$ cat src/verilog/cpu_consts.svh
`ifndef CPU_CONSTS_SVH
`define CPU_CONSTS_SVH

// datapath word and register file size
`define WORD_WIDTH 32
`define REG_COUNT 16

// word memory, low address bits only
`define ADDR_WIDTH 9
`define MEM_DEPTH 512

// constant field C of the instruction, bits 18 to 0
`define CONST_WIDTH 19

`endif

$ cat src/verilog/cpuDataPkg.sv
`default_nettype none

`include "cpu_consts.svh"

package cpuDataPkg;

	// bus, register and memory word
	typedef logic [`WORD_WIDTH-1:0] word_t;

	// general register index, as held in the Ra/Rb/Rc fields
	typedef logic [$clog2(`REG_COUNT)-1:0] regIdx_t;

	typedef logic [`ADDR_WIDTH-1:0] memAddr_t;  // word address into memory

endpackage

`default_nettype wire

$ cat src/verilog/registerFile.sv
`timescale 1ns/100ps
`default_nettype none

`include "cpu_consts.svh"

module registerFile (
	input  logic                  clk,
	input  logic                  rstN,
	input  cpuDataPkg::word_t     ir,
	input  logic                  gra,
	input  logic                  grb,
	input  logic                  grc,
	input  logic                  baOut,
	input  logic                  rIn,
	input  cpuDataPkg::word_t     bus,
	output cpuDataPkg::word_t     regOut,
	input  cpuDataPkg::regIdx_t   dbgSel,
	output cpuDataPkg::word_t     dbgData
);
	import cpuDataPkg::*;

	word_t   regs [`REG_COUNT];
	regIdx_t sel;

	// register index from the IR field named by the strobe
	always_comb begin
		sel = '0;
		if (gra)
			sel = ir[26:23];      // Ra
		else if (grb)
			sel = ir[22:19];      // Rb
		else if (grc)
			sel = ir[18:15];      // Rc
	end

	// Rb of zero means a zero base, not R0
	assign regOut = (baOut && sel == '0) ? '0 : regs[sel];

	assign dbgData = regs[dbgSel];

	always_ff @(posedge clk or negedge rstN) begin
		if (!rstN) begin
			for (int i = 0; i < `REG_COUNT; i++)
				regs[i] <= '0;
		end else if (rIn) begin
			regs[sel] <= bus;
		end
	end

endmodule

`default_nettype wire
$ cat config.mk
export PLATFORM = sky130hd
export DESIGN_NAME = registerFile
export DESIGN_NICKNAME = d
export VERILOG_FILES = /design/src/verilog/cpuDataPkg.sv /design/src/verilog/registerFile.sv
export VERILOG_INCLUDE_DIRS = /design/src /design/src/verilog
export SDC_FILE = /design/constraint.sdc
export NUM_CORES = 1
export LEC_CHECK = 0
export BUFFER_PORTS_ARGS = -buffer_cell sky130_fd_sc_hd__buf_2
export CORE_ASPECT_RATIO = 1.1
export CORE_MARGIN = 3
export CORE_UTILIZATION = 45
export CTS_BUF_LIST = sky130_fd_sc_hd__clkbuf_4
export DETAILED_ROUTE_END_ITERATION = 6
export GPL_ROUTABILITY_DRIVEN = 0
export HOLD_SLACK_MARGIN = 0.05
export RECOVER_POWER = 25
export SLEW_MARGIN = 30
export SYNTH_ARGS = -nofsm -noshare
export SYNTH_HDL_FRONTEND = slang
export SYNTH_SLANG_ARGS = --single-unit
$ cat constraint.sdc
create_clock -name clk -period 3.7 [get_ports clk]
set_input_delay 0.74 -clock clk [delete_from_list [all_inputs] [get_ports clk]]
set_output_delay 0.74 -clock clk [all_outputs]
set_load 0.02 [all_outputs]
; Yosys cells after proc, flatten, opt, wreduce, memory -nomap -nowiden
; Cells that the tools add are included.
[totals]
input_bits = 75
register_bits = 512
out_inout_bits = 64
word_cells = 37
[op_classes]
n_mux = 13
n_reduce_logical = 3
order_cmp = 3
n_bitwise = 2
[ops]
columns = operator, n
row1 = $bwmux 512, 1
row2 = $bmux 32 s4, 2
row3 = $mux 32, 6
row4 = $demux 32 s4, 1
row5 = $mux 4, 3
row6 = $ge 5x5->1 const B, 2
row7 = $not 4->5, 2
row8 = $lt 5x1->1 const B, 1
row9 = $logic_not 4->1, 1
row10 = $logic_and 1x1->1, 2

; Depth between registers and ports, before layout
[logic_depth]
depth_word = 9
ltp_mapped = 10
depth_no_buf = 6

; Worst setup path before layout
; Ideal clock, no wire load.
[synth_path]
path_kind = input to output
startpoint = in grb
endpoint = out regOut[30]
arrival_ns = 2.472
required_time_ns = 2.960
path_slack_ns = 0.488
path_buffers = 4
path_stages = 9
path_cell_list = buf_2 -> a21o_1 -> o21a_1 -> buf_2 -> buf_2 -> buf_1 -> o21ai_0 -> a21oi_1 -> o21ai_0
[synth_via]
elab_chain_len = 7
elab_cells_between_ends = 9
classes_between = mux: 6 / bitwise: 1 / reduce/logical: 2
[synth_rtl]
columns = element, line_no
row1 = start: declaration, registerFile.sv:11  ; input logic grb,
row2 = $mux 4 (*), registerFile.sv:30  ; else if (grb)
row3 = $mux 4 (*), registerFile.sv:28  ; if (gra)
row4 = $not 4->5 (not written as such), registerFile.sv:37  ; assign regOut = (baOut && sel == '0) ? '0 : regs[sel];
row5 = $bmux 32 s4, registerFile.sv:37
row6 = $mux 32 (not written as such) (2 in a row), registerFile.sv:37
row7 = $mux 32 (*), registerFile.sv:37
row8 = end: declaration, registerFile.sv:16  ; output cpuDataPkg::word_t regOut,
; Every way passes the cells marked *; elsewhere a longest branch is shown, timed or not. The select of a mux whose other input is x is not followed.

; Worst setup path in the final report
[layout_path]
startpoint = in grb
endpoint = out regOut[19]
; The elaborated chain is that of the path after synthesis.

==> metrics <==
run status finished, violations left; violations in the final reports capacitance limit, slew limit; sum of routed wire length over all layers 84600 um; achievable clock frequency 272 MHz; number of cells after detailed placement 3050; worst endpoint data arrival time 2.93 ns; DRC violation count after routing 0; Starting Density 0.459; number of I/O pins 139; number of clock buffers inserted by TritonCTS 142; level count of the clock H-tree 4; post-place setup slack 0.0765 ns; total number of yosys warnings 0; average wire length per cell after detail routing 25.6 um; setup repair after global routing missed its margin false; detailed-route vias per instance 6.20; area leader, netlist dfrtp_1; clock root buffer clkbuf_4; synthesized net count 2299; setup-violating endpoint count in the final report 0; setup ws final 0.0255 ns; number of max-slew violations in the final report 68; cells taking the most area after synthesis dfrtp_1, mux2_2, mux4_2, a21oi_1, nand2_1; post-route ant nets 0; post-route non-filler standard cell count 3304; largest registers regs: 512 flops; share of post-route cells with drive strength above 1 0.441; class of the most critical hold timing path input port to flop; hold violation count in the final report 0; drt initial violations 2048; TritonCTS clock tree built; flip-flop count of the largest register, all copies and words added 512; Floorplan Core Area 60500 sq um; clock period minus final worst setup slack 3.67 ns; Area Growth Syn to Fin 14.4%; leakage dissipation 13.6 nW; first-pass GRT wire length 131000 um; Die Height 266 um; Setup Fix Bufs, Post-CTS 0; cells after synthesis 2224; number of maximum-capacitance constraint violations 1; pin count of the biggest net entering global routing 93; post-synth cell types 43; post-detailed-placement half-perimeter wirelength 50600 um; Worst-Margin Slew 2.05 ns; library cell with the highest instance count after synthesis dfrtp_1; flip-flop and latch count after synthesis 512; setup TNS 0 ns; die width 243 um; cell area after synthesis 27700 sq um; overall overflow remaining after global route 0; placed standard-cell area 29800 sq um; design area 31700 sq um; Post-layout nets 2454; total die area 64600 sq um; worst setup path category input port to output pin; fillcell total 5273; share of synthesized flip-flops with an asynchronous set or reset 1.00; initial antenna violation count 6; count of buffers from port buffering 118; number of search-and-repair iterations in the first detailed-routing pass 5; Seq/Total Area, Yosys 0.462; crit share post-route 0.993; number of synthesized flops with an enable pin 0; hold buffer count at CTS 1; share of Yosys cell area claimed by the top area cell type 0.462; post-cts repair resize count 0; P per Cell Area 641 nW/um^2; ranking of synthesized cells by instance count dfrtp_1, mux2_2, nand2_1, a21oi_1, mux4_2; clock sinks 512; clk slew on worst S/H paths 0.07 ns; highest net fanout along the worst path 17; main flop type after synthesis dfrtp_1; Row Count 94; Worst IR Drop VDD 0.280 mV; data required time of the critical path 2.96 ns; number of global-route vias before repair 21600; clock latency at the later pin of the worst-skew pair 0.94 ns; category of the worst setup path capture point output pin; type of origin of the critical path input port; Post-Syn Area per Cell 12.5 sq um; total via count in the routed design 20500; CTS Buffer Depth 3; clock skew 0 ns; Reg with most FFs regs; worst slew margin relative to its limit -0.368; GRT Total Usage 0.265
[metal layers]
layer	GRT usage	wire length, um	vias up
met2	0.431	41000	938
li1	-	-	8692
met4	0.102	2430	6
met5	0	41	-
met3	0.0684	6670	192
met1	0.343	34400	10700
[power breakdown]
group / total (mW) / internal [mW] / switching [mW]
Combinational: 5.84 / 3.32 / 2.52
Sequential: 9.05 / 7.53 / 1.51
Clock: 5.45 / 3.00 / 2.45
Total: 20.3 / 13.9 / 6.48
[placed cells by master, fill, tap and decap left out, types with 30 or more instances in the layout]
cell type,Yosys,layout
a22o_1,33,33
mux4_2,160,160
mux2_1,63,63
mux2_4,30,30
a22oi_1,31,31
buf_2,80,114
mux2_2,419,419
a21oi_1,286,286
o221ai_1,31,31
buf_4,23,63
nand3b_1,35,35
clkbuf_4,0,218
buf_12,0,45
nand2_1,321,319
a32o_1,31,31
dfrtp_1,512,512
[cell families (layout without fill, tap and decap cells)]
family	count (synthesis)	count (layout)	share of synthesized area
compound gates	431	431	0.0964
mux	674	674	0.343
flops	512	512	0.462
other cells	0	3	0
simple gates	385	385	0.0603
buf+inv	222	483	0.0384
[critical path, cell delays in order]
cell and delay [ns]:
buf_2 0.17, and3b_1 0.33, o21a_4 0.44, buf_4 0.28, a21oi_1 0.06, a22o_1 0.23
o221ai_1 0.41, buf_2 0.26
[final timing paths]
| kind | start | to | slack [ns] | cells after the start |
|---|---|---|---|---|
| worst max-delay path | grb | regOut[19] | 0.03 | 8 |
| worst min-delay path | bus[30] | regs[254] | 0.20 | 3 |
| worst max register to register | regs[443] | regs[443] | 2.86 | 1 |
| worst min register to register | regs[371] | regs[371] | 0.52 | 1 |
| max in group asynchronous | rstN | regs[415] | 0.72 | 3 |
| min in group asynchronous | rstN | regs[95] | 0.93 | 2 |
[final cells by class]
type,instances,area (sq um),share of cell area
well taps,816,1020,0.0322
repair buffers,230,2010,0.0634
flip-flops and latches,512,12800,0.404
multi-input cells,1490,14000,0.440
inverters,3,11.3,0.000355
diodes,3,7.51,0.000237
clock buffers,216,1620,0.0511
clock inverters,34,273,0.00860
[metrics by stage]
step	utilization	total power, mW	hold WS [ns]
after floorplan	-	13.0	0.444
after global placement	0.494	14.6	0.489
after detailed placement	0.494	14.9	0.501
after global routing	0.524	21.5	0.134
final	0.525	20.3	0.199
after CTS	0.525	20.5	0.0765
(Power assumes the default switching activity.)
