--- src/verilog/cpu_consts.svh ---
`ifndef CPU_CONSTS_SVH
`define CPU_CONSTS_SVH

// datapath word and register file size
`define WORD_WIDTH 32
`define REG_COUNT 16

// word memory, low address bits only
`define ADDR_WIDTH 9
`define MEM_DEPTH 512

// constant field C of the instruction, bits 18 to 0
`define CONST_WIDTH 19

`endif

--- src/verilog/cpuDataPkg.sv ---
`default_nettype none

`include "cpu_consts.svh"

package cpuDataPkg;

	// bus, register and memory word
	typedef logic [`WORD_WIDTH-1:0] word_t;

	// general register index, as held in the Ra/Rb/Rc fields
	typedef logic [$clog2(`REG_COUNT)-1:0] regIdx_t;

	typedef logic [`ADDR_WIDTH-1:0] memAddr_t;  // word address into memory

endpackage

`default_nettype wire

--- src/verilog/addrAlu.sv ---
`timescale 1ns/100ps
`default_nettype none

module addrAlu (
	input  logic              clk,
	input  logic              rstN,
	input  cpuDataPkg::word_t bus,
	input  logic              yIn,
	input  logic              zIn,
	input  logic              incPc,
	output cpuDataPkg::word_t zLo
);
	import cpuDataPkg::*;

	word_t y;      // first operand, latched from the bus
	word_t sum;

	// increment for the fetch, add for base plus constant
	assign sum = incPc ? bus + word_t'(1) : y + bus;

	always_ff @(posedge clk or negedge rstN) begin
		if (!rstN)
			y <= '0;
		else if (yIn)
			y <= bus;
	end

	// low half of Z only
	always_ff @(posedge clk or negedge rstN) begin
		if (!rstN)
			zLo <= '0;
		else if (zIn)
			zLo <= sum;
	end

endmodule

`default_nettype wire

--- config.mk ---
export PLATFORM = sky130hd
export DESIGN_NAME = addrAlu
export DESIGN_NICKNAME = d
export VERILOG_FILES = /design/src/verilog/cpuDataPkg.sv /design/src/verilog/addrAlu.sv
export VERILOG_INCLUDE_DIRS = /design/src /design/src/verilog
export SDC_FILE = /design/constraint.sdc
export NUM_CORES = 1
export LEC_CHECK = 0
export ABC_AREA = 1
export ABC_CLOCK_PERIOD_IN_PS = 1750
export BUFFER_PORTS_ARGS = -buffer_cell sky130_fd_sc_hd__buf_2
export CORE_MARGIN = 2
export CORE_UTILIZATION = 30
export CTS_BUF_LIST = sky130_fd_sc_hd__clkbuf_8 sky130_fd_sc_hd__clkbuf_16
export DETAILED_ROUTE_END_ITERATION = 7
export PLACE_DENSITY = 0.49
export RECOVER_POWER = 50
export SLEW_MARGIN = 20
export SYNTH_ARGS = -nofsm -noshare
export SYNTH_HDL_FRONTEND = slang
export SYNTH_SLANG_ARGS = --single-unit
export TNS_END_PERCENT = 1
--- constraint.sdc ---
create_clock -name clk -period 1.75 [get_ports clk]
set_input_delay 0.0875 -clock clk [delete_from_list [all_inputs] [get_ports clk]]
set_output_delay 0.0875 -clock clk [all_outputs]
set_load 0.01 [all_outputs]
After elaboration in Yosys (flattened, before gate mapping):

Cells that the tools add are included.

* add/subtract/negate cells: 2
* muxes and demuxes: 1

Operator list (count)
* adder 32 x 1 -> 32 bit, second input constant: 1
* adder 32 bit: 1
* two-way mux 32 bit: 1

* register bits: 64
* output and inout bits: 32
* bits of input ports: 37

Depth between registers and ports, before layout:

* depth after elaboration: 2
* mapped depth: 14

Least setup slack after synthesis:

Ideal clock, no wire load.

* kind: reg2reg
* start: register y[0]
* end: register zLo[28]
* data arrival time: 1.783 ns
* period minus slack after synthesis: 1.900 ns
* stages on the path, launching flop included: 13
* path slack: -0.150 ns
* setup time: 0.117 ns
* cells stage by stage: dfrtp_1 inv_1 nand2_1 ha_1 fa_1 nand3_1 nand3_1 nand3_1 nand3_2 nand2_1 nand3_1 nand3_1 nand2_1

* cells in the longest elaborated chain, start to end: 2

Ends and longest elaborated chain
* from (decl): RTL line addrAlu.sv:15 `word_t y;`
* from (signal assigned): RTL line addrAlu.sv:25 `y <= bus;`
* adder 32 bit: RTL line addrAlu.sv:19 `assign sum = incPc ? bus + word_t'(1) : y + bus;`
* two-way mux 32 bit: RTL line addrAlu.sv:19
* to (signal assigned): RTL line addrAlu.sv:33 `zLo <= sum;`
* to (decl): RTL line addrAlu.sv:11 `output cpuDataPkg::word_t zLo`

No other way between the ends.
A chain may end at the register's enable or synchronous reset.

Final worst setup path:

* start: register y[4]
* end: register zLo[31]

Same word-level chain as after synthesis.

==> impl_metrics.tcl <==
set metrics [dict create \
    instances_no_fill 1171 \
    crit_start "y[4]$_DFFE_PN0P_" \
    die_x_microns 132.4 \
    netlist_instances 778 \
    wire_per_inst_microns 12.48 \
    gr-total-overflow 0 \
    endpoint "zLo[31]$_DFFE_PN0P_" \
    cellLeakagePower_nw 3.934 \
    grt_usage 0.1740 \
    ys.flop_type "dfrtp_1" \
    synthTopCellsByArea "dfrtp_1 (32%), nand2_1 (22%), inv_1 (11%)" \
    hpwl_microns 11160 \
    dp_cells 1119 \
    place_congestion 0.8644 \
    area_growth_pct 42.70 \
    timing.slew.headroom 0.3814 \
    clockBufferDepth 2 \
    drtIter0Drc 285 \
    tritoncts "yes" \
    cts.clk_slew.worst_paths_ps 60 \
    gr-usage-met2 0.2608 \
    setup_tns_ps -2801 \
    critPathMaxFanout 4 \
    nets 1020 \
    grt_max_degree 65 \
    final-setup-viol-count 26 \
    drc_errors 0 \
    violations "negative setup slack" \
    core-area_sq_um 16000 \
    grt_pass1_vias 4943 \
    first_pass_iters 4 \
    synth_edf_count 0 \
    avgSynthCellArea_sq_um 6.354 \
    gr-usage-met3 0.02461 \
    status "finished, violations left" \
    cp.arrival_ps 2160 \
    required_ps 1980 \
    drive_gt1_frac 0.2649 \
    ys_seq_area_frac 0.3240 \
    antenna_found_initial 0 \
    syn_area_sq_um 4943 \
    tightest_slew_ps 927.9 \
    start_util 0.3090 \
    busiest_layer "met2" \
    fin_crit_ps 1933 \
    htree_levels 3 \
    rows 46 \
    insertedDiodeCount 0 \
    use_met1 0.2552 \
    most-common-layout-cells "nand2_1 (268), inv_1 (139), buf_4 (74)" \
    r2r-start "y[4]$_DFFE_PN0P_" \
    cp_top_family "simple AND/OR/NAND/NOR gates" \
    pin_count 69 \
    maxSlewViolCount 0 \
    cap_violations 0 \
    rsz0062_at_grt "true" \
    setup_slack_ps -182.6 \
    final_util 0.4409 \
    timing.rr.end "zLo[31]$_DFFE_PN0P_" \
    finalPower_mw 5.322 \
    crit_buf_inv 2 \
    async_flop_share 1.000 \
    cp-start-kind "flip-flop" \
    path_class "reg -> reg" \
    via_count 5041 \
    ant_nets 0 \
    grt_pass1_wl_microns 24470 \
    worst_path_max_delay_cell "dfrtp_1" \
    reg2regPathDepth 15 \
    fin_skew_ps 10.26 \
    final_hold_viol_count 0 \
    yosysWarnings 0 \
    cts.sinks 64 \
    synth_cell_types 33 \
    vias_per_cell 4.305 \
    wl_microns 14620 \
    clkLatencyLatePin_ps 340 \
    critical-path-max-stage-delay_ps 350 \
    critPathCaptureType "flip-flop" \
    max_freq_mhz 517.4 \
    synth.net_count 847 \
    final_common_cell "nand2_1" \
    cp.depth 15 \
    root_buffer "clkbuf_16" \
    power_density_nw_per_um2 754.4 \
    die_h_microns 132.4 \
    ir_drop_mv 0.4275 \
    r2r_slack_ps -180 \
    die-area_sq_um 17520 \
    path_common_cell "nand2_2" \
    hp-class "in -> reg" \
    post-route-period-util 1.104 \
    cts_buffers 9 \
    dp_worst_setup_slack_ps -302.3 \
    path_cells "inv_1 -> nor2_1 -> ha_1 -> buf_4 -> nand2_2 -> nor2_2 -> nand3_2 -> nand2_2 -> nand2_2 -> nand2_4 -> nand2_2 -> nand2_1 -> nand2_1 -> nand3_1 -> nand2_1" \
    io_buffer_count 68 \
    yosysTopAreaCell "dfrtp_1" \
    synth_seq_cells 64 \
    synth.top_cell.area_share 0.3240 \
]
-- cell type report --
class | instances | area [sq um]
fillers | 1735 | 8946
multi-input cells | 555 | 3105
flip-flops and latches | 64 | 1602
repair buffers | 178 | 1272
inverters | 143 | 536.8
well taps | 216 | 270.3
clock buffers | 11 | 252.7
clock inverters | 4 | 15.01
-- power by group --
part / total, mW / leakage (nW) / switching, mW / internal, mW
registers: 1.78 / 0.775 / 0.0958 / 1.68
clock network: 1.65 / 0.147 / 0.648 / 1.01
logic: 1.89 / 3.01 / 1.06 / 0.830
-- Yosys cell counts (all sizes together), types with 2 or more instances --
master,n
a21oi,23
buf,2
clkbuf,14
dfrtp,64
ha,31
inv,142
nand2,304
nand3,47
nand3b,3
nand4,3
nor2,72
nor3,3
o21ai,46
o21bai,3
xnor2,12
xor2,2
-- how the worst min path moves through the flow --
| stage | endpoint | cells past startpoint | from |
|---|---|---|---|
| 2_1_floorplan | y[0]$_DFFE_PN0P_ | 0 | rstN |
| 3_3_place_gp | zLo[3]$_DFFE_PN0P_ | 2 | rstN |
| 3_5_place_dp | y[4]$_DFFE_PN0P_ | 2 | rstN |
| 4_1_cts | y[31]$_DFFE_PN0P_ | 2 | bus[31] |
| 5_1_grt | y[31]$_DFFE_PN0P_ | 2 | bus[31] |
| 6_report | y[31]$_DFFE_PN0P_ | 2 | bus[31] |
-- routing by layer --
metal	wire length, microns	part of all wire
met5	0	0
met4	233	0.016
met3	463	0.032
met2	6176	0.42
met1	7745	0.53
-- flip-flops by register name, indices dropped and copies added (netlist names) --
register / flops
zLo: 32
y: 32
-- per-stage QoR --
stage	instance area, sq um	hold slack, ps
after floorplan	4971	-208.1
after global placement	6098	139.5
after detailed placement	6098	139.3
after CTS	6889	9.008
after global routing	7054	21.75
final	7054	23.71
-- worst reg2reg max path, cell delays in order (launching register included) --
cell	delay, ps
dfrtp_1	350
inv_1	60
nor2_1	40
ha_1	340
buf_4	140
nand2_2	70
nor2_2	160
nand3_2	80
nand2_2	100
nand2_2	70
nand2_4	110
nand2_2	60
nand2_1	50
nand2_1	40
nand3_1	100
nand2_1	60
-- repair_timing --
item                                    in CTS  in global routing
hold endpoints to repair                    92                  0
resized for setup                           51                 41
endpoints found under the setup margin      27                 28
hold buffers                                29                  0
pin swaps                                   20                 13
setup buffers                                5                  3
-- cells by family after synthesis --
group | synth area share
AND/OR/NAND/NOR | 0.3642
buffers and inverters | 0.1225
AO/OA/AOI/OAI | 0.07973
flip-flops | 0.3240
adder cells (fa/ha/maj) | 0.08251
XOR/XNOR | 0.02480
multiplexers | 0.002278
Note: power is estimated with default switching activity, not from simulation.
