## src/verilog/cpu_consts.svh

```systemverilog
`ifndef CPU_CONSTS_SVH
`define CPU_CONSTS_SVH

// datapath word and register file size
`define WORD_WIDTH 32
`define REG_COUNT 16

// word memory, low address bits only
`define ADDR_WIDTH 9
`define MEM_DEPTH 512

// constant field C of the instruction, bits 18 to 0
`define CONST_WIDTH 19

`endif

```

## src/verilog/cpuCtrlPkg.sv

```systemverilog
`default_nettype none

package cpuCtrlPkg;

	// only the load family is executed, everything else is a no-op
	typedef enum logic [4:0] {
		opLd  = 5'b00000,
		opLdi = 5'b00001,
		opSt  = 5'b00010
	} opcode_t;

	typedef enum logic [2:0] {
		srcNone,   // bus reads as zero
		srcReg,
		srcPc,
		srcZlo,
		srcMdr,
		srcConst   // sign-extended C field
	} busSrc_t;

	// one step per clock
	typedef enum logic [3:0] {
		stIdle,
		stT0, stT1, stT2, stT3, stT4, stT5, stT6, stT7,
		stDone
	} step_t;

endpackage

`default_nettype wire

```

## src/verilog/cpuDataPkg.sv

```systemverilog
`default_nettype none

`include "cpu_consts.svh"

package cpuDataPkg;

	// bus, register and memory word
	typedef logic [`WORD_WIDTH-1:0] word_t;

	// general register index, as held in the Ra/Rb/Rc fields
	typedef logic [$clog2(`REG_COUNT)-1:0] regIdx_t;

	typedef logic [`ADDR_WIDTH-1:0] memAddr_t;  // word address into memory

endpackage

`default_nettype wire

```

## src/verilog/busMux.sv

```systemverilog
`timescale 1ns/100ps
`default_nettype none

`include "cpu_consts.svh"

module busMux (
	input  cpuCtrlPkg::busSrc_t busSrc,
	input  cpuDataPkg::word_t   regOut,
	input  cpuDataPkg::word_t   pc,
	input  cpuDataPkg::word_t   zLo,
	input  cpuDataPkg::word_t   mdr,
	input  cpuDataPkg::word_t   ir,
	output cpuDataPkg::word_t   bus
);
	import cpuDataPkg::*;
	import cpuCtrlPkg::*;

	word_t constExt;

	// C field sign-extended to a full word
	assign constExt = {{(`WORD_WIDTH - `CONST_WIDTH){ir[`CONST_WIDTH-1]}},
		ir[`CONST_WIDTH-1:0]};

	// the only driver of the shared bus
	always_comb begin
		case (busSrc)
			srcReg:   bus = regOut;
			srcPc:    bus = pc;
			srcZlo:   bus = zLo;
			srcMdr:   bus = mdr;
			srcConst: bus = constExt;
			default:  bus = '0;   // srcNone
		endcase
	end

endmodule

`default_nettype wire

```

## config.mk

```make
export PLATFORM = sky130hd
export DESIGN_NAME = busMux
export DESIGN_NICKNAME = d
export VERILOG_FILES = /design/src/verilog/cpuCtrlPkg.sv /design/src/verilog/cpuDataPkg.sv /design/src/verilog/busMux.sv
export VERILOG_INCLUDE_DIRS = /design/src /design/src/verilog
export SDC_FILE = /design/constraint.sdc
export NUM_CORES = 1
export LEC_CHECK = 0
export BUFFER_PORTS_ARGS = -buffer_cell sky130_fd_sc_hd__buf_2
export CORE_AREA = 2 2 76 78
export DETAILED_ROUTE_END_ITERATION = 10
export DIE_AREA = 0 0 78 80
export PLACE_DENSITY_LB_ADDON = 0.25
export SKIP_LAST_GASP = 1
export SLEW_MARGIN = 15
export SYNTH_ARGS = -nofsm -noshare
export SYNTH_HDL_FRONTEND = slang
export SYNTH_SLANG_ARGS = --single-unit
```

## constraint.sdc

```tcl
create_clock -name vclk -period 0.8
set_input_delay 0.04 -clock vclk [all_inputs]
set_output_delay 0.04 -clock vclk [all_outputs]
set_load 0.02 [all_outputs]
```

# Word level (Yosys, flattened, before mapping)
# Index checks and enable logic that the tools add are counted.
totals:
  ff_bits: 0
  latchBits: 0
  ramBits: 0
  rom_bits: 0
  in_bits: 163
  n_memories: 0
classes:
  n_addsub: 0
  n_mul: 0
  div_mod_pow: 0
  order_cmp: 0
  eq_ne: 5
  shifts: 0
  mux: 1
  bitwise_logic: 0
  reduce_logical: 0
op_table:
  columns: ["operator", "n"]
  rows:
  - ["$pmux 32 s5", 1]
  - ["$eq 3x2->1 const B", 2]
  - ["$eq 3x3->1 const B", 2]
  - ["$eq 3x1->1 const B", 1]

# Longest topological paths before layout
# Gate-level depths: netlist of run 1.
depth:
  depth_word: 2
  ltp_mapped: 6
  mapped_depth_nobuf: 3

# Least setup slack after synthesis of run 1
# No wires, ideal clock.
synth_timing:
  path_type: "in2out"
  startpoint: "input port busSrc[1]"
  endpoint: "output port bus[30]"
  arrival_ns: 1.134
  t_required_ns: 0.760
  path_slack_ns: -0.374
  stages: 5
  cell_sequence: "buf_4 > nand2b_1 > buf_4 > buf_2 > o21ai_0"
synth_between:
  elab_chain_cells: 2
synth_lines:
  columns: ["element", "line_no", "source"]
  rows:
  - ["start, declared", "busMux.sv:7", "input cpuCtrlPkg::busSrc_t busSrc,"]
  - ["$eq 3x3->1 (tied with other cells)", "busMux.sv:26", "case (busSrc)"]
  - ["$pmux 32 s5 (*)", "busMux.sv:26", null]
  - ["end, declared", "busMux.sv:13", "output cpuDataPkg::word_t bus"]
# Every way passes the cells marked *; elsewhere a longest branch is shown, timed or not.

# Worst setup path after layout of run 1
layout_timing:
  startpoint: "input port busSrc[2]"
  endpoint: "output port bus[2]"
# Same word-level chain as after synthesis.

==> implementation parameters, run 1 <==
Parameter                              Value

STA
  Final Slew Violations    0
  Final critical-path share of the clock period    137%
  Slew margin rel.    roughly four fifths
  Setup slack after layout    -293 ps
  Unrepaired setup endpoints after global routing    yes
  Worst-margin pin slew    275 ps
  Final setup violation count    32
  Total count of hold-check failures in the final report    0
  Shortest clock period the worst path allows after layout    approximately 1100 ps
  Max Fclk    between 0.9 and 1 GHz

Run status
  Outcome    finished, violations left
  Failing checks    setup timing

Routing
  DRC marker count from the first detailed-route iteration    65
  Count of vias placed by the detailed router    2115
  Routed WL    6.73 mm
  Via density per instance    5.05
  Post-route DRC    0
  Detailed Routing Iterations Pass 1    4
  Final routed wire length divided by cell count    16.1 um
  Number of nets still failing antenna checks after routing    0

Floorplanning
  Area of the die    about 6200 sq um
  I/O pin count    195
  Number of rows in the core area    27
  Core area    approximately 5400 sq um
  Starting Density    roughly a fifth
  Overall die width    78 um
  Die span in y    80 um

Logic synthesis
  Mapped cell area    1140 sq um
  Instance count of the mapped netlist    150
  Number of nets in the synthesized netlist    313
  Share of synthesized area occupied by flip-flops and latches    0%
  Avg Synthesized Cell Area    ~7.6 sq um
  Synthesis warning total    0
  Number of unique standard cell types used by synthesis    26

Job
  Reported max-cap violation count    0

Finish
  Layout overhead on the synthesized area    169%
  Number of flip-flops and latches    0
  Layout fillers    a little under 500
  Number of diodes added for antenna fixing    0
  Final cell count without fillers    419
  Final net count    512
  Footprint of the flip-flops and latches    0 sq um
  Post-route standard cell area excluding fillers    3070 sq um
  Total of clock buffers placed in the layout    0
  Top library cells by usage in the layout, fill and taps aside    buf_2, buf_6, buf_4, mux2i_1, a221o_1
  Most common cell after layout, fill and taps aside    buf_2
  Share of final-layout standard cells stronger than drive strength 1    79.8%

Power and ir drop
  Cell area power density    between 600 and 700 nW/um^2
  Leakage power of the design    1.50 nW
  Worst vdd rail ir drop    0.000298 V
  Overall Power    about 1.9 mW

Placement
  # port buffers    182
  Detailed Place HPWL    4.74 mm
  Post-Place Cell Area    2430 sq um
  Global placement routability congestion    0.821
  Placed cells    ~400

Min path
  Hold path start    zLo[21]
  Path category of the worst min-delay check    input pin to primary output

Setup path
  Endpoint arrival time on the critical path    1050 ps
  Kind of end point of the critical path    primary output
  Worst setup path class    input pin to primary output
  Largest driver fanout on the critical path    6
  Worst setup SP type    input pin
  Launch point of the worst path    busSrc[2]
  Required @ worst endpoint    760 ps

GRT
  Total grt overflow    0
  Wire length of the first global-routing pass    9.21 mm
  Pin count of the biggest net entering global routing    21
  Number of antenna violations at the first check in global routing    0
  Via count of the first global-routing pass    1961
  Global router's overall resource usage    17.8%

Clocking
  Post-cts hold buffer count    0
==> area by class of cell <==
cell class / count / area [sq um] / share of cell area [%]
repair buffers: 216 / 1560 / 50.8
multi-input cells: 130 / 1410 / 45.7
well taps: 72 / 90.1 / 2.93
inverters: 1 / 16.3 / 0.530
==> stage by stage <==
step,TNS [ps],setup WS (ps),hold slack [ps],util (%)
after global routing,-8930,-330,412,56.8
final,-7760,-293,389,56.8
after global placement,-11540,-422,405,44.9
after floorplan,-4470,-205,226,-
after detailed placement,-11980,-434,411,44.9
after CTS,-7700,-281,392,50.8
==> cells by family (layout without fill, tap and decap cells) <==
group,after synthesis,in the layout,synth area share [%]
AO/OA/AOI/OAI,79,79,53.9
AND/OR/NAND/NOR,28,28,12.9
multiplexers,23,23,20.3
buffers and inverters,20,217,12.8
==> where the power goes <==
group	switching, mW	internal [mW]	total (mW)
clock	0	0	0
sequential	0	0	0
combinational	0.872	1.06	1.93
total	0.872	1.06	1.93
==> synth_stat cells <==
cell / count / area (sq um)
a211o_1: 4 / 35.0
a21oi_1: 15 / 75.1
a221o_1: 17 / 170
a221oi_1: 1 / 8.76
a22oi_1: 9 / 67.6
and2_1: 1 / 6.26
and2b_1: 1 / 7.51
and3b_1: 1 / 8.76
buf_2: 6 / 30.0
buf_4: 7 / 52.6
buf_6: 5 / 56.3
clkbuf_1: 1 / 3.75
inv_2: 1 / 3.75
mux2_2: 1 / 11.3
mux2i_1: 22 / 220
nand2_1: 12 / 45.0
nand2b_1: 1 / 6.26
nand3_1: 3 / 15.0
nor2b_1: 7 / 43.8
nor3b_1: 2 / 15.0
o21ai_0: 3 / 15.0
o21ai_1: 5 / 25.0
o221ai_1: 6 / 52.6
o22a_1: 1 / 8.76
o2bb2ai_1: 17 / 149
o311ai_1: 1 / 8.76
==> per-layer routing <==
metal | global-route usage (%) | share of wire, % | up-vias
li1 | - | - | 1026
met1 | 23.7 | 42 | 998
met2 | 32.3 | 52 | 87
met3 | 0.905 | 5.3 | 4
met4 | 2.11 | 0.51 | 0
met5 | 0 | 0 | -
==> timing repair <==
item | 4_1_cts | 5_1_grt
gates resized for setup | 65 | 49
setup endpoints to repair | 32 | 32
pin swaps | 7 | 10
buffers inserted | 5 | 2
gates cloned | 2 | 4
==> worst max-delay path, cell delays in order <==
cell,delay [ps]
buf_12,110
buf_6,110
nand2b_4,120
clkbuf_16,170
o2bb2ai_2,60
a221o_1,290
buf_6,140
==> path summary, 6_finish.rpt <==
path,end,cells past startpoint
max,bus[2],7
min,bus[21],4
Note: power is estimated with default switching activity, not from simulation.
==> run 2, diff against run 1 <==
Clock period 0.8 ns to 1.3 ns, I/O delays scaled along.
==> run 2 against run 1 <==
The flow now finishes without violations. Global-route usage is 1.9 points lower. Non-clock buffer count is 17 lower. Critical path type unchanged. Critical path depth is 1 lower. Combinational power is 58% lower. Critical endpoint is now bus[3]. Wire length is 19% lower. Highest routed layer unchanged.
==> implementation parameters, run 2 (synthesized netlist as in run 1, its figures left out) <==
Parameter                              Value

Run status
  Outcome    complete, no violations (was finished, violations left)

Min path
  Hold path start    zLo[22] (was zLo[21])
  End point of the worst hold path    bus[22] (was bus[21])
  Number of cells on the worst hold path    4 (unchanged)
  Path category of the worst min-delay check    input pin to primary output (unchanged)

STA
  Final setup violation count    0 (was 32)
  Unrepaired setup endpoints after global routing    yes (unchanged)
  Setup slack after layout    51.3 ps (was -293 ps)
  Setup TNS    0 ps (was -7760 ps)
  Min Hold Slack    456 ps (was 389 ps)
  Shortest clock period the worst path allows after layout    1250 ps
  Slew margin rel.    83.3% (was 81.7%)
  Final Slew Violations    0 (unchanged)
  Max Fclk    0.801 GHz
  Final critical-path share of the clock period    96.1%
  Total count of hold-check failures in the final report    0 (unchanged)
  Worst-margin pin slew    247 ps (was 275 ps)

Floorplanning
  Area of the die    6240 sq um (unchanged)
  Die span in y    80 um (unchanged)
  I/O pin count    195 (unchanged)
  Overall die width    78 um (unchanged)
  Starting Density    21.1% (unchanged)
  Number of rows in the core area    27 (unchanged)
  Core area    5410 sq um (unchanged)

Finish
  Number of diodes added for antenna fixing    0 (unchanged)
  Number of flip-flops and latches    0 (unchanged)
  Most common cell after layout, fill and taps aside    buf_2 (unchanged)
  Share of final-layout standard cells stronger than drive strength 1    62.1% (was 79.8%)
  Total of clock buffers placed in the layout    0 (unchanged)
  Final net count    495 (was 512)
  Layout overhead on the synthesized area    95.1% (was 169%)
  Top library cells by usage in the layout, fill and taps aside    buf_2, mux2i_1, o2bb2ai_1, a221o_1, a21oi_1 (was buf_2, buf_6, buf_4, mux2i_1, a221o_1)
  Footprint of the flip-flops and latches    0 sq um (unchanged)
  Post-route standard cell area excluding fillers    2230 sq um (was 3070 sq um)
  Final cell count without fillers    402 (was 419)
  Final core utilization    41.2% (was 56.8%)

Placement
  Placed cells    402 (was 406)
  Detailed Place HPWL    4.51 mm (was 4.74 mm)
  Worst Setup Slack post-DPL    -33.5 ps (was -434 ps)
  # port buffers    182 (unchanged)
  Global placement routability congestion    0.725 (was 0.821)
  Post-Place Cell Area    2200 sq um (was 2430 sq um)

Job
  Reported max-cap violation count    0 (unchanged)

Routing
  Number of nets still failing antenna checks after routing    0 (unchanged)
  Post-route DRC    0 (unchanged)
  Routed WL    5.44 mm (was 6.73 mm)
  Final routed wire length divided by cell count    13.5 um (was 16.1 um)
  Count of vias placed by the detailed router    1967 (was 2115)
  Detailed Routing Iterations Pass 1    4 (unchanged)
  DRC marker count from the first detailed-route iteration    41 (was 65)
  Via density per instance    4.89 (was 5.05)

Setup path
  Largest driver fanout on the critical path    10 (was 6)
  Endpoint arrival time on the critical path    1180 ps (was 1050 ps)
  Kind of end point of the critical path    primary output (unchanged)
  Worst setup path class    input pin to primary output (unchanged)
  Worst setup SP type    input pin (unchanged)
  Launch point of the worst path    busSrc[0] (was busSrc[2])
  Required @ worst endpoint    1240 ps (was 760 ps)

GRT
  Via count of the first global-routing pass    1848 (was 1961)
  Wire length of the first global-routing pass    8.31 mm (was 9.21 mm)
  Total grt overflow    0 (unchanged)
  Number of antenna violations at the first check in global routing    0 (unchanged)
  Global router's overall resource usage    15.8% (was 17.8%)
  Pin count of the biggest net entering global routing    21 (unchanged)

Power and ir drop
  Worst vdd rail ir drop    0.000203 V (was 0.000298 V)
  Overall Power    0.818 mW (was 1.93 mW)
  Cell area power density    367 nW/um^2 (was 627 nW/um^2)
  Leakage power of the design    1.22 nW (was 1.50 nW)
==> run 2: area by class of cell <==
| type | instances | area, sq um |
|---|---|---|
| Tap cell | 72 | 90.1 |
| Multi-Input combinational cell | 130 | 1020 |
| Fill cell | 597 | 3180 |
| Inverter | 1 | 3.75 |
| Timing Repair Buffer | 199 | 1110 |
==> run 2: worst max-delay path: stages <==
cell       delay, ps
buf_4            180
buf_4            190
mux2i_2          240
o2bb2ai_1         90
a221o_1          250
buf_2            160
==> run 2: power breakdown <==
part           leakage [nW]  internal, mW  switching, mW
Combinational          1.22         0.417          0.400
Sequential                0             0              0
Clock                     0             0              0
Total                  1.22         0.417          0.400
==> run 2: metal layers <==
layer  share of wire [%]  GRT usage, %  vias up
met2                  53          32.3      101
met3                 7.9          1.58        2
met5                   0             0        -
met4                0.35         0.702        0
li1                    -             -      984
met1                  39          18.4      880
==> run 2: what timing repair did <==
action,CTS,global route
resized for setup,1,5
hold buffers,0,0
endpoints found under the setup margin,2,17
setup buffers,0,0
==> run 2: how the worst max path moves through the flow <==
stage / to / slack [ps] / cells after the start
after floorplan: bus[30] / 80 / 5
after global placement: bus[3] / 10 / 6
after detailed placement: bus[3] / -30 / 6
after CTS: bus[4] / 4 / 6
after global routing: bus[6] / -30 / 6
final: bus[3] / 50 / 6
==> run 3, diff against run 2 <==
Settings changed: ABC_AREA set to 1, CORE_AREA 2 2 76 78 to 2 2 75 77, DIE_AREA 0 0 78 80 to 0 0 77 79.
==> run 3 against run 2 <==
Critical path depth increased by 2. Final cell count increased by 54%. Count of clock-buffer cells in the layout unchanged. Sequential share of layout area unchanged. Flip-flop and latch count unchanged. First-iteration DRC count increased by 54%.
==> implementation parameters, run 3 <==
Parameter                              Value

Logic synthesis
  Library cell with the highest instance count after synthesis    nor2_1 (was mux2i_1)
  Synth area leader    nor2_1 (was mux2i_1)
  Mapped cell area    1560 sq um (was 1140 sq um)
  Largest cells by area after synthesis    nor2_1, nand3_1, inv_1, nand2_1, nand4_1 (was mux2i_1, a221o_1, o2bb2ai_1, a21oi_1, a22oi_1)
  Share of synthesized area occupied by flip-flops and latches    0% (unchanged)
  Most frequent cells after synthesis    nor2_1, inv_1, nand3_1 (was mux2i_1, a221o_1, o2bb2ai_1)
  Number of nets in the synthesized netlist    535 (was 313)
  Synthesis warning total    0 (unchanged)
  Instance count of the mapped netlist    372 (was 150)
  Number of unique standard cell types used by synthesis    12 (was 26)
  Area share of the leading cell type in the synthesized netlist    23.0% (was 19.3%)
  Avg Synthesized Cell Area    4.20 sq um (was 7.61 sq um)

STA
  Setup slack after layout    170 ps (was 51.3 ps)
  Total count of hold-check failures in the final report    0 (unchanged)
  Setup TNS    0 ps (unchanged)
  Shortest clock period the worst path allows after layout    1130 ps (was 1250 ps)
  Unrepaired setup endpoints after global routing    no (was yes)
  Max Fclk    0.885 GHz (was 0.801 GHz)
  Final Slew Violations    0 (unchanged)
  Final setup violation count    0 (unchanged)
  Slew margin rel.    82.3% (was 83.3%)
  Final critical-path share of the clock period    86.9% (was 96.1%)
  Worst-margin pin slew    265 ps (was 247 ps)

GRT
  Pin count of the biggest net entering global routing    32 (was 21)
  Global router's overall resource usage    20.1% (was 15.8%)
  Number of antenna violations at the first check in global routing    0 (unchanged)
  Via count of the first global-routing pass    2424 (was 1848)
  Total grt overflow    0 (unchanged)
  Wire length of the first global-routing pass    10.4 mm (was 8.31 mm)

Routing
  Via density per instance    4.39 (was 4.89)
  DRC marker count from the first detailed-route iteration    63 (was 41)
  Routed WL    6.28 mm (was 5.44 mm)
  Detailed Routing Iterations Pass 1    4 (unchanged)
  Post-route DRC    0 (unchanged)
  Final routed wire length divided by cell count    10.1 um (was 13.5 um)
  Number of nets still failing antenna checks after routing    0 (unchanged)
  Count of vias placed by the detailed router    2726 (was 1967)

Clocking
  # resized after CTS    0 (was 1)
  Post-CTS Repair Setup Buffers    0 (unchanged)
  Post-cts hold buffer count    0 (unchanged)

Finish
  Final core utilization    48.8% (was 41.2%)
  Number of flip-flops and latches    0 (unchanged)
  Final cell count without fillers    621 (was 402)
  Share of final-layout standard cells stronger than drive strength 1    37.7% (was 62.1%)
  Number of diodes added for antenna fixing    0 (unchanged)
  Post-route standard cell area excluding fillers    2600 sq um (was 2230 sq um)
  Layout fillers    627 (was 597)
  Most common cell after layout, fill and taps aside    buf_2 (unchanged)
  Total area of multi-input combinational cells    1080 sq um (was 1020 sq um)
  Top library cells by usage in the layout, fill and taps aside    buf_2, nor2_1, inv_1, nand3_1, nand2_1 (was buf_2, mux2i_1, o2bb2ai_1, a221o_1, a21oi_1)
  Total of clock buffers placed in the layout    0 (unchanged)
  Final net count    714 (was 495)
  Footprint of the flip-flops and latches    0 sq um (unchanged)
  Layout overhead on the synthesized area    66.4% (was 95.1%)

Setup path
  Kind of end point of the critical path    primary output (unchanged)
  Required @ worst endpoint    1240 ps (about the same)
  Worst setup path class    input pin to primary output (unchanged)
  Endpoint arrival time on the critical path    1070 ps (was 1180 ps)
  Largest driver fanout on the critical path    13 (was 10)
  Worst setup SP type    input pin (unchanged)
  Launch point of the worst path    busSrc[0] (unchanged)
  Critical path endpoint    bus[0] (was bus[3])

Power and ir drop
  Leakage power of the design    1.84 nW (was 1.22 nW)
  Cell area power density    309 nW/um^2 (was 367 nW/um^2)
  Worst vdd rail ir drop    0.000129 V (was 0.000203 V)

Floorplanning
  I/O pin count    195 (unchanged)
  Starting Density    29.3% (was 21.1%)
  Die span in y    79 um (was 80 um)
  Number of rows in the core area    27 (unchanged)
  Core area    5340 sq um (was 5410 sq um)
  Overall die width    77 um (was 78 um)
  Area of the die    6080 sq um (was 6240 sq um)

Job
  Reported max-cap violation count    0 (unchanged)

Placement
  # port buffers    182 (unchanged)
  Detailed Place HPWL    5.21 mm (was 4.51 mm)
  Global placement routability congestion    0.826 (was 0.725)
  Post-Place Cell Area    2600 sq um (was 2200 sq um)
  Worst Setup Slack post-DPL    165 ps (was -33.5 ps)
  Placed cells    621 (was 402)

Min path
  Path category of the worst min-delay check    input pin to primary output (unchanged)
  Number of cells on the worst hold path    4 (unchanged)

Run status
  Outcome    complete, no violations (unchanged)
## run 3: changes by cell type after synthesis, sizes merged, moves of 7 or more
cell     delta
nor2       +97
inv        +75
nand3      +65
nand2      +52
clkinv     +25
mux2i      -22
nand4      +20
a221o      -17
o2bb2ai    -17
a21oi      -15
a22oi       -9
o21ai       -8
nor2b       -7
## run 3: layout make-up
class,instances,share of cell area [%]
repair buffers,199,40.4
well taps,72,3.46
multi-input cells,249,41.6
inverters,101,14.6
## run 3: power breakdown
group,switching (mW),total [mW],internal (mW)
sequential,0,0,0
clock,0,0,0
combinational,0.449,0.805,0.356
## run 3: critical path, cell delays in order
cell,delay (ps)
buf_2,150
nor2_2,150
buf_4,220
nand3_1,90
nand2_1,70
clkinv_1,50
nand3_1,80
buf_2,170
## run 3: logic make-up (layout without fill, tap and decap cells)
kind of cell  count (synthesis)  after routing  synth area share, %
simple gates                249            249                 69.2
buf+inv                     123            300                 30.8
## run 3: worst min path at each step
stage                     endpoint  slack [ps]  startpoint
after detailed placement   bus[20]         460  regOut[20]
final                      bus[20]         460  regOut[20]
after global routing        bus[3]         480       pc[3]
after CTS                  bus[20]         460  regOut[20]
after global placement      bus[5]         460       pc[5]
after floorplan             bus[0]         340       pc[0]
## run 3: through the flow
step / total power, mW / hold slack (ps)
2_1_floorplan: 0.421 / 339
3_3_place_gp: 0.801 / 460
3_5_place_dp: 0.812 / 459
4_1_cts: 0.816 / 459
5_1_grt: 0.899 / 481
6_report: 0.805 / 458
## run 3: layer usage
| metal | vias up | part of all wire [%] | track usage (%) |
|---|---|---|---|
| li1 | 1459 | - | - |
| met1 | 1161 | 42 | 24.7 |
| met2 | 102 | 50 | 39.5 |
| met3 | 4 | 7.3 | 2.27 |
| met4 | 0 | 0.49 | 0.714 |
| met5 | - | 0 | 0 |
